**src/logic/xbar_pkg.sv**
```systemverilog
`default_nettype none

package xbar_pkg;

    localparam int num_masters = 2;
    localparam int num_slaves  = 2;
    localparam int id_width    = 1;
    // slave side carries the master index in front of the id
    localparam int sid_width   = id_width + $clog2(num_masters);
    localparam int addr_width  = 32;
    localparam int data_width  = 32;
    localparam int strb_width  = data_width / 8;

    typedef logic [id_width-1:0]            id_t;
    typedef logic [sid_width-1:0]           sid_t;
    typedef logic [addr_width-1:0]          addr_t;
    typedef logic [data_width-1:0]          data_t;
    typedef logic [strb_width-1:0]          strb_t;
    typedef logic [3:0]                     len_t;
    typedef logic [2:0]                     size_t;
    typedef logic [1:0]                     burst_t;
    typedef logic [1:0]                     resp_t;
    typedef logic [$clog2(num_masters)-1:0] port_sel_t;

    typedef struct packed {
        id_t    id;
        addr_t  addr;
        len_t   len;
        size_t  size;
        burst_t burst;
        logic   valid;
    } addr_m_t;

    typedef struct packed {
        sid_t   sid;
        addr_t  addr;
        len_t   len;
        size_t  size;
        burst_t burst;
        logic   valid;
    } addr_s_t;

    typedef struct packed {
        id_t   id;
        data_t data;
        strb_t strb;
        logic  last;
        logic  valid;
    } wdata_m_t;

    typedef struct packed {
        sid_t  sid;
        data_t data;
        strb_t strb;
        logic  last;
        logic  valid;
    } wdata_s_t;

    typedef struct packed {
        sid_t  sid;
        resp_t resp;
        logic  valid;
    } bresp_s_t;

    typedef struct packed {
        id_t   id;
        resp_t resp;
        logic  valid;
    } bresp_m_t;

    typedef struct packed {
        sid_t  sid;
        data_t data;
        resp_t resp;
        logic  last;
        logic  valid;
    } rdata_s_t;

    typedef struct packed {
        id_t   id;
        data_t data;
        resp_t resp;
        logic  last;
        logic  valid;
    } rdata_m_t;

    // one selector pair
    typedef struct packed {
        port_sel_t sel;
        logic      en;
    } route_t;

endpackage

`default_nettype wire

```
**src/logic/addr_switch.sv**
```systemverilog
`timescale 1ns/1ps
`default_nettype none

module addr_switch (
    input  wire xbar_pkg::addr_m_t           m_req   [xbar_pkg::num_masters],
    output logic [xbar_pkg::num_masters-1:0] m_ready,
    input  wire xbar_pkg::route_t            route   [xbar_pkg::num_masters],
    output xbar_pkg::addr_s_t                s_req   [xbar_pkg::num_slaves],
    input  wire [xbar_pkg::num_slaves-1:0]   s_ready
);

    logic [xbar_pkg::num_slaves-1:0] owned;
    xbar_pkg::port_sel_t             owner [xbar_pkg::num_slaves];

    // owner per slave, scanned high to low so master 0 wins
    always_comb begin
        for (int s = 0; s < xbar_pkg::num_slaves; s++) begin
            owned[s] = 1'b0;
            owner[s] = '0;
            for (int m = xbar_pkg::num_masters - 1; m >= 0; m--) begin
                if (route[m].en && int'(route[m].sel) == s) begin
                    owned[s] = 1'b1;
                    owner[s] = xbar_pkg::port_sel_t'(m);
                end
            end
        end
    end

    always_comb begin
        for (int s = 0; s < xbar_pkg::num_slaves; s++) begin
            s_req[s] = '0;
            if (owned[s]) begin
                s_req[s].sid   = {owner[s], m_req[owner[s]].id};
                s_req[s].addr  = m_req[owner[s]].addr;
                s_req[s].len   = m_req[owner[s]].len;
                s_req[s].size  = m_req[owner[s]].size;
                s_req[s].burst = m_req[owner[s]].burst;
                s_req[s].valid = m_req[owner[s]].valid;
            end
        end
    end

    // a losing master sees ready low
    always_comb begin
        for (int m = 0; m < xbar_pkg::num_masters; m++) begin
            m_ready[m] = 1'b0;
            if (route[m].en && int'(owner[route[m].sel]) == m) begin
                m_ready[m] = s_ready[route[m].sel];
            end
        end
    end

endmodule

`default_nettype wire

```
**src/logic/wdata_switch.sv**
```systemverilog
`timescale 1ns/1ps
`default_nettype none

module wdata_switch (
    input  wire xbar_pkg::wdata_m_t          m_beat  [xbar_pkg::num_masters],
    output logic [xbar_pkg::num_masters-1:0] m_ready,
    input  wire xbar_pkg::route_t            route   [xbar_pkg::num_masters],
    output xbar_pkg::wdata_s_t               s_beat  [xbar_pkg::num_slaves],
    input  wire [xbar_pkg::num_slaves-1:0]   s_ready
);

    logic [xbar_pkg::num_slaves-1:0] owned;
    xbar_pkg::port_sel_t             owner [xbar_pkg::num_slaves];

    // master 0 scanned last, so it takes a contested slave
    always_comb begin
        for (int s = 0; s < xbar_pkg::num_slaves; s++) begin
            owned[s] = 1'b0;
            owner[s] = '0;
            for (int m = xbar_pkg::num_masters - 1; m >= 0; m--) begin
                if (route[m].en && int'(route[m].sel) == s) begin
                    owned[s] = 1'b1;
                    owner[s] = xbar_pkg::port_sel_t'(m);
                end
            end
        end
    end

    always_comb begin
        for (int s = 0; s < xbar_pkg::num_slaves; s++) begin
            s_beat[s] = '0;
            if (owned[s]) begin
                s_beat[s].sid   = {owner[s], m_beat[owner[s]].id};
                s_beat[s].data  = m_beat[owner[s]].data;
                s_beat[s].strb  = m_beat[owner[s]].strb;
                s_beat[s].last  = m_beat[owner[s]].last;
                s_beat[s].valid = m_beat[owner[s]].valid;
            end
        end
    end

    always_comb begin
        for (int m = 0; m < xbar_pkg::num_masters; m++) begin
            m_ready[m] = 1'b0;
            if (route[m].en && int'(owner[route[m].sel]) == m) begin
                m_ready[m] = s_ready[route[m].sel];
            end
        end
    end

endmodule

`default_nettype wire

```
**src/logic/bresp_switch.sv**
```systemverilog
`timescale 1ns/1ps
`default_nettype none

module bresp_switch (
    input  wire xbar_pkg::bresp_s_t          s_resp  [xbar_pkg::num_slaves],
    output logic [xbar_pkg::num_slaves-1:0]  s_ready,
    input  wire xbar_pkg::route_t            route   [xbar_pkg::num_slaves],
    output xbar_pkg::bresp_m_t               m_resp  [xbar_pkg::num_masters],
    input  wire [xbar_pkg::num_masters-1:0]  m_ready
);

    logic [xbar_pkg::num_masters-1:0] claimed;
    xbar_pkg::port_sel_t              winner [xbar_pkg::num_masters];

    // slave 0 wins when both slaves claim one master
    always_comb begin
        for (int m = 0; m < xbar_pkg::num_masters; m++) begin
            claimed[m] = 1'b0;
            winner[m]  = '0;
            for (int s = xbar_pkg::num_slaves - 1; s >= 0; s--) begin
                if (route[s].en && int'(route[s].sel) == m) begin
                    claimed[m] = 1'b1;
                    winner[m]  = xbar_pkg::port_sel_t'(s);
                end
            end
        end
    end

    // master index dropped from the id on the way back
    always_comb begin
        for (int m = 0; m < xbar_pkg::num_masters; m++) begin
            m_resp[m] = '0;
            if (claimed[m]) begin
                m_resp[m].id    = s_resp[winner[m]].sid[xbar_pkg::id_width-1:0];
                m_resp[m].resp  = s_resp[winner[m]].resp;
                m_resp[m].valid = s_resp[winner[m]].valid;
            end
        end
    end

    // bready comes from the master this slave is routed to
    always_comb begin
        for (int s = 0; s < xbar_pkg::num_slaves; s++) begin
            s_ready[s] = 1'b0;
            if (route[s].en && int'(winner[route[s].sel]) == s) begin
                s_ready[s] = m_ready[route[s].sel];
            end
        end
    end

endmodule

`default_nettype wire

```
**src/logic/rdata_switch.sv**
```systemverilog
`timescale 1ns/1ps
`default_nettype none

module rdata_switch (
    input  wire xbar_pkg::rdata_s_t          s_beat  [xbar_pkg::num_slaves],
    output logic [xbar_pkg::num_slaves-1:0]  s_ready,
    input  wire xbar_pkg::route_t            route   [xbar_pkg::num_slaves],
    output xbar_pkg::rdata_m_t               m_beat  [xbar_pkg::num_masters],
    input  wire [xbar_pkg::num_masters-1:0]  m_ready
);

    logic [xbar_pkg::num_masters-1:0] claimed;
    xbar_pkg::port_sel_t              winner [xbar_pkg::num_masters];

    // winning slave per master, lowest index first
    always_comb begin
        for (int m = 0; m < xbar_pkg::num_masters; m++) begin
            claimed[m] = 1'b0;
            winner[m]  = '0;
            for (int s = xbar_pkg::num_slaves - 1; s >= 0; s--) begin
                if (route[s].en && int'(route[s].sel) == m) begin
                    claimed[m] = 1'b1;
                    winner[m]  = xbar_pkg::port_sel_t'(s);
                end
            end
        end
    end

    always_comb begin
        for (int m = 0; m < xbar_pkg::num_masters; m++) begin
            m_beat[m] = '0;
            if (claimed[m]) begin
                // low bits of sid are the master's own id
                m_beat[m].id    = s_beat[winner[m]].sid[xbar_pkg::id_width-1:0];
                m_beat[m].data  = s_beat[winner[m]].data;
                m_beat[m].resp  = s_beat[winner[m]].resp;
                m_beat[m].last  = s_beat[winner[m]].last;
                m_beat[m].valid = s_beat[winner[m]].valid;
            end
        end
    end

    // losing slave is held off with ready low
    always_comb begin
        for (int s = 0; s < xbar_pkg::num_slaves; s++) begin
            s_ready[s] = 1'b0;
            if (route[s].en && int'(winner[route[s].sel]) == s) begin
                s_ready[s] = m_ready[route[s].sel];
            end
        end
    end

endmodule

`default_nettype wire

```
**src/logic/axi_crossbar.sv**
```systemverilog
`timescale 1ns/1ps
`default_nettype none

module axi_crossbar (
    // write address
    input  wire xbar_pkg::addr_m_t           aw_m       [xbar_pkg::num_masters],
    output logic [xbar_pkg::num_masters-1:0] aw_m_ready,
    output xbar_pkg::addr_s_t                aw_s       [xbar_pkg::num_slaves],
    input  wire [xbar_pkg::num_slaves-1:0]   aw_s_ready,

    // write data
    input  wire xbar_pkg::wdata_m_t          w_m        [xbar_pkg::num_masters],
    output logic [xbar_pkg::num_masters-1:0] w_m_ready,
    output xbar_pkg::wdata_s_t               w_s        [xbar_pkg::num_slaves],
    input  wire [xbar_pkg::num_slaves-1:0]   w_s_ready,

    // write response
    input  wire xbar_pkg::bresp_s_t          b_s        [xbar_pkg::num_slaves],
    output logic [xbar_pkg::num_slaves-1:0]  b_s_ready,
    output xbar_pkg::bresp_m_t               b_m        [xbar_pkg::num_masters],
    input  wire [xbar_pkg::num_masters-1:0]  b_m_ready,

    // read address
    input  wire xbar_pkg::addr_m_t           ar_m       [xbar_pkg::num_masters],
    output logic [xbar_pkg::num_masters-1:0] ar_m_ready,
    output xbar_pkg::addr_s_t                ar_s       [xbar_pkg::num_slaves],
    input  wire [xbar_pkg::num_slaves-1:0]   ar_s_ready,

    // read data
    input  wire xbar_pkg::rdata_s_t          r_s        [xbar_pkg::num_slaves],
    output logic [xbar_pkg::num_slaves-1:0]  r_s_ready,
    output xbar_pkg::rdata_m_t               r_m        [xbar_pkg::num_masters],
    input  wire [xbar_pkg::num_masters-1:0]  r_m_ready,

    // selectors, per master on forward channels and per slave on return
    input  wire xbar_pkg::route_t            aw_route   [xbar_pkg::num_masters],
    input  wire xbar_pkg::route_t            w_route    [xbar_pkg::num_masters],
    input  wire xbar_pkg::route_t            ar_route   [xbar_pkg::num_masters],
    input  wire xbar_pkg::route_t            b_route    [xbar_pkg::num_slaves],
    input  wire xbar_pkg::route_t            r_route    [xbar_pkg::num_slaves]
);

    addr_switch i_aw_switch (
        .m_req   (aw_m),
        .m_ready (aw_m_ready),
        .route   (aw_route),
        .s_req   (aw_s),
        .s_ready (aw_s_ready)
    );

    wdata_switch i_w_switch (
        .m_beat  (w_m),
        .m_ready (w_m_ready),
        .route   (w_route),
        .s_beat  (w_s),
        .s_ready (w_s_ready)
    );

    // bready follows the write response routes
    bresp_switch i_b_switch (
        .s_resp  (b_s),
        .s_ready (b_s_ready),
        .route   (b_route),
        .m_resp  (b_m),
        .m_ready (b_m_ready)
    );

    addr_switch i_ar_switch (
        .m_req   (ar_m),
        .m_ready (ar_m_ready),
        .route   (ar_route),
        .s_req   (ar_s),
        .s_ready (ar_s_ready)
    );

    rdata_switch i_r_switch (
        .s_beat  (r_s),
        .s_ready (r_s_ready),
        .route   (r_route),
        .m_beat  (r_m),
        .m_ready (r_m_ready)
    );

endmodule

`default_nettype wire

```
**config.mk**
```make
export PLATFORM = sky130hd
export DESIGN_NAME = axi_crossbar
export DESIGN_NICKNAME = d
export VERILOG_FILES = /design/src/logic/xbar_pkg.sv /design/src/logic/addr_switch.sv /design/src/logic/wdata_switch.sv /design/src/logic/bresp_switch.sv /design/src/logic/rdata_switch.sv /design/src/logic/axi_crossbar.sv
export SDC_FILE = /design/constraint.sdc
export NUM_CORES = 1
export LEC_CHECK = 0
export BUFFER_PORTS_ARGS = -buffer_cell sky130_fd_sc_hd__buf_2
export CAP_MARGIN = 0
export CORE_AREA = 2 2 279 281
export DETAILED_ROUTE_END_ITERATION = 10
export DIE_AREA = 0 0 281 283
export PLACE_DENSITY = 0.3
export SLEW_MARGIN = 20
export SYNTH_ARGS = -nofsm -noshare
export SYNTH_HDL_FRONTEND = slang
export SYNTH_SLANG_ARGS = --single-unit
```
**constraint.sdc**
```tcl
create_clock -name vclk -period 1.7
set_input_delay 0.17 -clock vclk [all_inputs]
set_output_delay 0.17 -clock vclk [all_outputs]
set_load 0.02 [all_outputs]
```
== Yosys cells after proc, flatten, opt, wreduce, memory -nomap -nowiden ==
Cells that the tools add are included.

* Magnitude comparators: 30
* Muxes and demuxes: 130
* Bitwise operators: 35
* Reduce and logical (&&, ||, !) cells: 30

{| class="wikitable"
|+ Operators with widths
! kind !! count
|-
| $mux 43 || 12
|-
| $mux 37 || 8
|-
| $mux 39 || 6
|-
| $mux 44 || 4
|-
| $mux 1 || 90
|-
| $mux 40 || 2
|-
| $ge 2x2->1 const B || 20
|-
| $not 1->2 || 20
|-
| $mux 4 || 8
|-
| $logic_and 1x1->1 || 30
|-
| $lt 1x2->1 const B || 10
|-
| $not 1->1 || 15
|}

* Register bits after elaboration: 0
* Input port bits: 366
* Output and inout port bits: 348
* Word-level logic and storage cells: 225

== Logic depth before layout (Yosys ltp) ==
Gate-level depths: netlist of the first run.

* Depth after elaboration: 10
* Mapped depth: 5

== Hierarchy ==
From an unflattened synthesis of the first run, not the netlist that was laid out.

* Cells, all modules: 1091
* Area, all modules: 5689.2 um^2

{| class="wikitable"
|+ Modules (own cells, without submodules)
! module !! instances !! cells an instance !! area each (um^2) !! seq. area each (um^2)
|-
| addr_switch || 2 || 306 || 1493.9 || 0.0
|-
| wdata_switch || 1 || 234 || 1297.5 || 0.0
|-
| rdata_switch || 1 || 218 || 1218.7 || 0.0
|-
| bresp_switch || 1 || 27 || 185.2 || 0.0
|}

== Least setup slack after synthesis of the first run ==
OpenSTA, ideal clock, no wires.

* Path type: in2out
* Start: input port r_route[0] (netlist name)
* End: output port r_m[54] (netlist name)
* Arrival: 1290 ps
* Data required time: 1530 ps
* Setup slack: 240 ps
* Stages: 4
* Path buffers: 2
* Cells stage by stage: buf_2 clkbuf_1 nand2_1 o31ai_1

{| class="wikitable"
|+ RTL lines
! element !! RTL line !! source
|-
| from (decl) || axi_crossbar.sv:40 || <nowiki>input wire xbar_pkg::route_t r_route [xbar_pkg::num_slaves]</nowiki>
|-
| to (decl) || axi_crossbar.sv:32 || <nowiki>output xbar_pkg::rdata_m_t r_m [xbar_pkg::num_masters],</nowiki>
|}

==> impl_metrics.toml, run 1 <==
[status]
status = "complete, no violations"

[clocking]
post-cts-setup-buffers = 0
ctsResizeCount = 0
hold_buffers = 0

[pwr]
vdd_drop_max_v = 0.0000878
power_density_mw_per_mm2 = 332
p_leak_nw = 4.94
power_mw = 2.99

[sta]
fin_setup_tns_ns = 0
slew_viol_final = 0
hold_viol = 0
min_period_ns = 1.56
slew_headroom_pct = 66.8
fmax_mhz = 639
tightest_slew_ns = 0.497
layout_worst_path_cycle_share_pct = 92.0
setup_violations = 0
rsz0062_at_grt = "no"

[synthesis]
synth_mux_area_share_pct = 1.23
synth_simple_gate_area_share_pct = 16.2
synth_top_cell_by_area = "a22o_1"
synth_top_area_share_pct = 64.1
synthAdderAreaFrac_pct = 0
synth-xor-area-share_pct = 0
synth_cells = 575
synth_warnings = 0
synth_compound_area_share_pct = 71.7
synth_area_leaders = "a22o_1 64%, nand2_1 7.4%, o31ai_1 6.5%, buf_2 3.6%, nor2_1 3.5%"
syn_nets = 941
syn-cell-area_sq_mm = 0.00406
ys_types = 17
ys_seq_area_share_pct = 0
avgSynthCellArea_sq_um = 7.05
synth_top_family_by_area = "compound AO/OA/AOI/OAI gates"

[cells_and_area]
seq_cell_count = 0
fill_cells = 9020
drive_above_1_share_pct = 61.4
seq_area_sq_um = 0
syn_to_final_growth_pct = 122
finalNetCount = 1610
n_clock_buffer = 0
layout_commonest_cell = "buf_2"
final_cell_mix = "710 x buf_2, 297 x a22o_1, 80 x nand2_1"
multi_input_area_sq_mm = 0.00366

[critical_path]
crit_start = "ar_route[3]"
worstSetupPathType = "in2out"
crit_fanout = 32
end_kind = "primary output"
worst_setup_path_start_kind = "input port"
arrival_ns = 1.39
critPathCapture = "ar_s[12]"
required_ns = 1.53

[route]
drtIter0Drc = 531
routedWlPerCell_um = 15.1
ant_nets = 0
vias = 7960
vias_per_cell = 3.48
drc = 0
routed_wl_mm = 34.4
drt_first_pass_iters = 8

[die]
boundaryPins = 714
core_sq_mm = 0.0767
fp.dieW_um = 281
die_y_um = 283
rows = 102
dieArea_sq_mm = 0.0795
start_util_pct = 5.29

[global_routing]
antenna_found_initial = 5
grt-ovfl-total = 0
grt_pass1_vias = 7578
grt_max_degree = 39
grt_pass1_wl_mm = 48.9
grt_use_total_pct = 7.73

[place]
place.gp.congestion = 0.968
hpwl_mm = 29.6
io_buffers = 710

[job]
max-cap-violations = 0

[min_path]
hp-class = "in2out"
stage by stage:
stage                     setup WS (ns)  area (sq um)  utilization [%]  std cells  hold slack [ns]
final                             0.135          9020             11.8       2286            0.673
after global routing             0.0585          9020             11.8       2286            0.696
after CTS                         0.143          9010             11.7       2282            0.678
after detailed placement          0.146          9010             11.7       2282            0.678
after global placement            0.170          9010             11.7       2282            0.673
after floorplan                   0.240          4060                -        575            0.513
how the worst min path moves through the flow:
stage                 from            end  cells after the start
2_1_floorplan  ar_route[2]  ar_m_ready[0]                      1
5_1_grt            r_s[60]        r_m[59]                      4
3_5_place_dp       r_s[52]        r_m[51]                      4
4_1_cts            r_s[52]        r_m[51]                      4
3_3_place_gp       r_s[52]        r_m[51]                      4
6_report           r_s[52]        r_m[51]                      4
kinds of logic after synthesis:
| family | after synthesis |
|---|---|
| multiplexers | 5 |
| buffers and inverters | 88 |
| AO/OA/AOI/OAI | 337 |
| AND/OR/NAND/NOR | 145 |
power by group:
group / internal, mW / total [mW] / switching [mW] / leakage [nW]
registers: 0 / 0 / 0 / 0
logic: 1.20 / 2.99 / 1.80 / 4.94
clock network: 0.000000316 / 0.000000316 / 0 / 0.0000254
total: 1.20 / 2.99 / 1.80 / 4.94
cells in the mapped netlist (5+ instances only):
library cell and n:
and2_1 10, inv_1 5, nor2_1 38, a22o_1 297, buf_6 10, o31ai_1 35
buf_2 29, buf_1 11, clkbuf_1 33, o32ai_1 5, nor2b_1 10, nand2_1 80
mux2i_1 5
routing by layer:
layer	global-route usage [%]	up-vias	wire length [um]
met3	2.20	44	2930
met2	14.5	381	18200
li1	-	3676	-
met1	8.89	3857	13000
met5	0	-	13
met4	0.682	2	321
critical path: stages:
cell,delay [ns]
buf_2,0.13
and2_1,0.23
nor2_4,0.14
buf_12,0.20
buf_4,0.18
a22o_1,0.16
buf_2,0.18
final cells by class:
cell class                      instances  area share [%]
Antenna cell                            4           0.111
Multi-Input combinational cell        487            40.6
Inverter                                5           0.208
Timing Repair Buffer                  750            44.7
Tap cell                             1040            14.4
No activity file was read; power rests on OpenSTA's default activity.
==> run 2: changes to the inputs <==
clock period = 1.8 ns   (was 1.7 ns; I/O delays follow)
==> impl_metrics.toml, run 2 (synthesized netlist as in run 1, its figures left out) <==
[status]
status = "complete, no violations"

[pwr]
power_density_mw_per_mm2 = 313
power_mw = 2.80
clockPowerShare_pct = 0
vdd_drop_max_v = 0.0000881
combPwrFrac_pct = 100.0
power.switching_mw = 1.69
seqPwrFrac_pct = 0
p_leak_nw = 4.89
switching_share_pct = 60.2
p_int_mw = 1.11

[die]
core_sq_mm = 0.0767
dieArea_sq_mm = 0.0795
fp.dieW_um = 281
start_util_pct = 5.29
rows = 102
boundaryPins = 714
die_y_um = 283

[cells_and_area]
syn_to_final_growth_pct = 120
drive_above_1_share_pct = 61.1
layout_commonest_cell = "buf_2"
seq_area_sq_um = 0
final_util_pct = 11.7
fill_cells = 9009
multi_input_area_sq_mm = 0.00366
n_clock_buffer = 0
final_cell_mix = "710 x buf_2, 297 x a22o_1, 80 x nand2_1"
finalNetCount = 1602
seq_cell_count = 0

[sta]
min_period_ns = 1.59
slew_viol_final = 0
fmax_mhz = 630
slew_headroom_pct = 63.3
fin_ws_ns = 0.212
fin_setup_tns_ns = 0
tightest_slew_ns = 0.550
hold_viol = 0
layout_worst_path_cycle_share_pct = 88.2
rsz0062_at_grt = "no"
setup_violations = 0

[route]
vias_per_cell = 3.44
routed_wl_mm = 34.4
met3_length_mm = 2.56
wl_met1_mm = 13.3
vias = 7850
highest_layer = "met5"
drtIter0Drc = 447
wl_met2_mm = 18.2
routedWlPerCell_um = 15.1
drc = 0
ant_nets = 0
drt_first_pass_iters = 7

[place]
io_buffers = 710
hpwl_mm = 29.4
pre_cts_slack_ns = 0.264
place.gp.congestion = 0.926

[min_path]
hp-start = "r_s[58]"
hp-class = "in2out"

[critical_path]
worst_setup_path_start_kind = "input port"
crit_start = "ar_route[2]"
crit_fanout = 31
arrival_ns = 1.41
end_kind = "primary output"
required_ns = 1.62
worstSetupPathType = "in2out"

[clocking]
hold_buffers = 0
post-cts-setup-buffers = 0
ctsResizeCount = 0

[job]
max-cap-violations = 0

[global_routing]
grt-ovfl-total = 0
grt_pass1_vias = 7479
grt_pass1_wl_mm = 48.1
antenna_found_initial = 7
grt_use_total_pct = 7.66
grt_max_degree = 45
[run 2: changes by cell type in the layout (fill, tap and decap cells not counted), sizes merged]
cell	previous run	this run
diode	4	6
buf	750	742
[run 2: final timing paths]
check	end	slack [ns]	cells after the start
worst max-delay path	ar_s[65]	0.21	6
worst min-delay path	r_m[57]	0.70	4
[run 2: power groups by stage]
| stage | logic, mW | clock network (mW) | registers (mW) |
|---|---|---|---|
| finish | 2.80 | 0.000000448 | 0 |
| detailed placement | 2.80 | 0 | 0 |
| global route | 2.98 | 0.000000447 | 0 |
| floorplan | 1.52 | 0 | 0 |
| CTS | 2.81 | 0 | 0 |
| global placement | 2.80 | 0 | 0 |
[run 2: final cells by class]
cell class	instances	area share (%)
diodes	6	0.168
inverters	5	0.210
multi-input cells	487	40.9
well taps	1040	14.6
repair buffers	742	44.1
[run 2: metal layers]
layer | up-vias | track usage, %
met5 | - | 0
met4 | 2 | 1.07
met3 | 22 | 1.90
met2 | 332 | 14.3
met1 | 3823 | 8.86
li1 | 3671 | -
[run 2: worst max-delay path, cell delays in order]
cell	delay (ns)
buf_2	0.11
nor2b_4	0.14
nor3b_4	0.27
buf_12	0.24
a22o_1	0.26
buf_2	0.20
[run 2: per-stage QoR]
step	instance area, sq um	cells	hold slack (ns)
final	8940	2280	0.695
after floorplan	4060	575	0.533
after global placement	8920	2274	0.696
after detailed placement	8920	2274	0.699
after CTS	8920	2274	0.700
after global routing	8940	2280	0.714
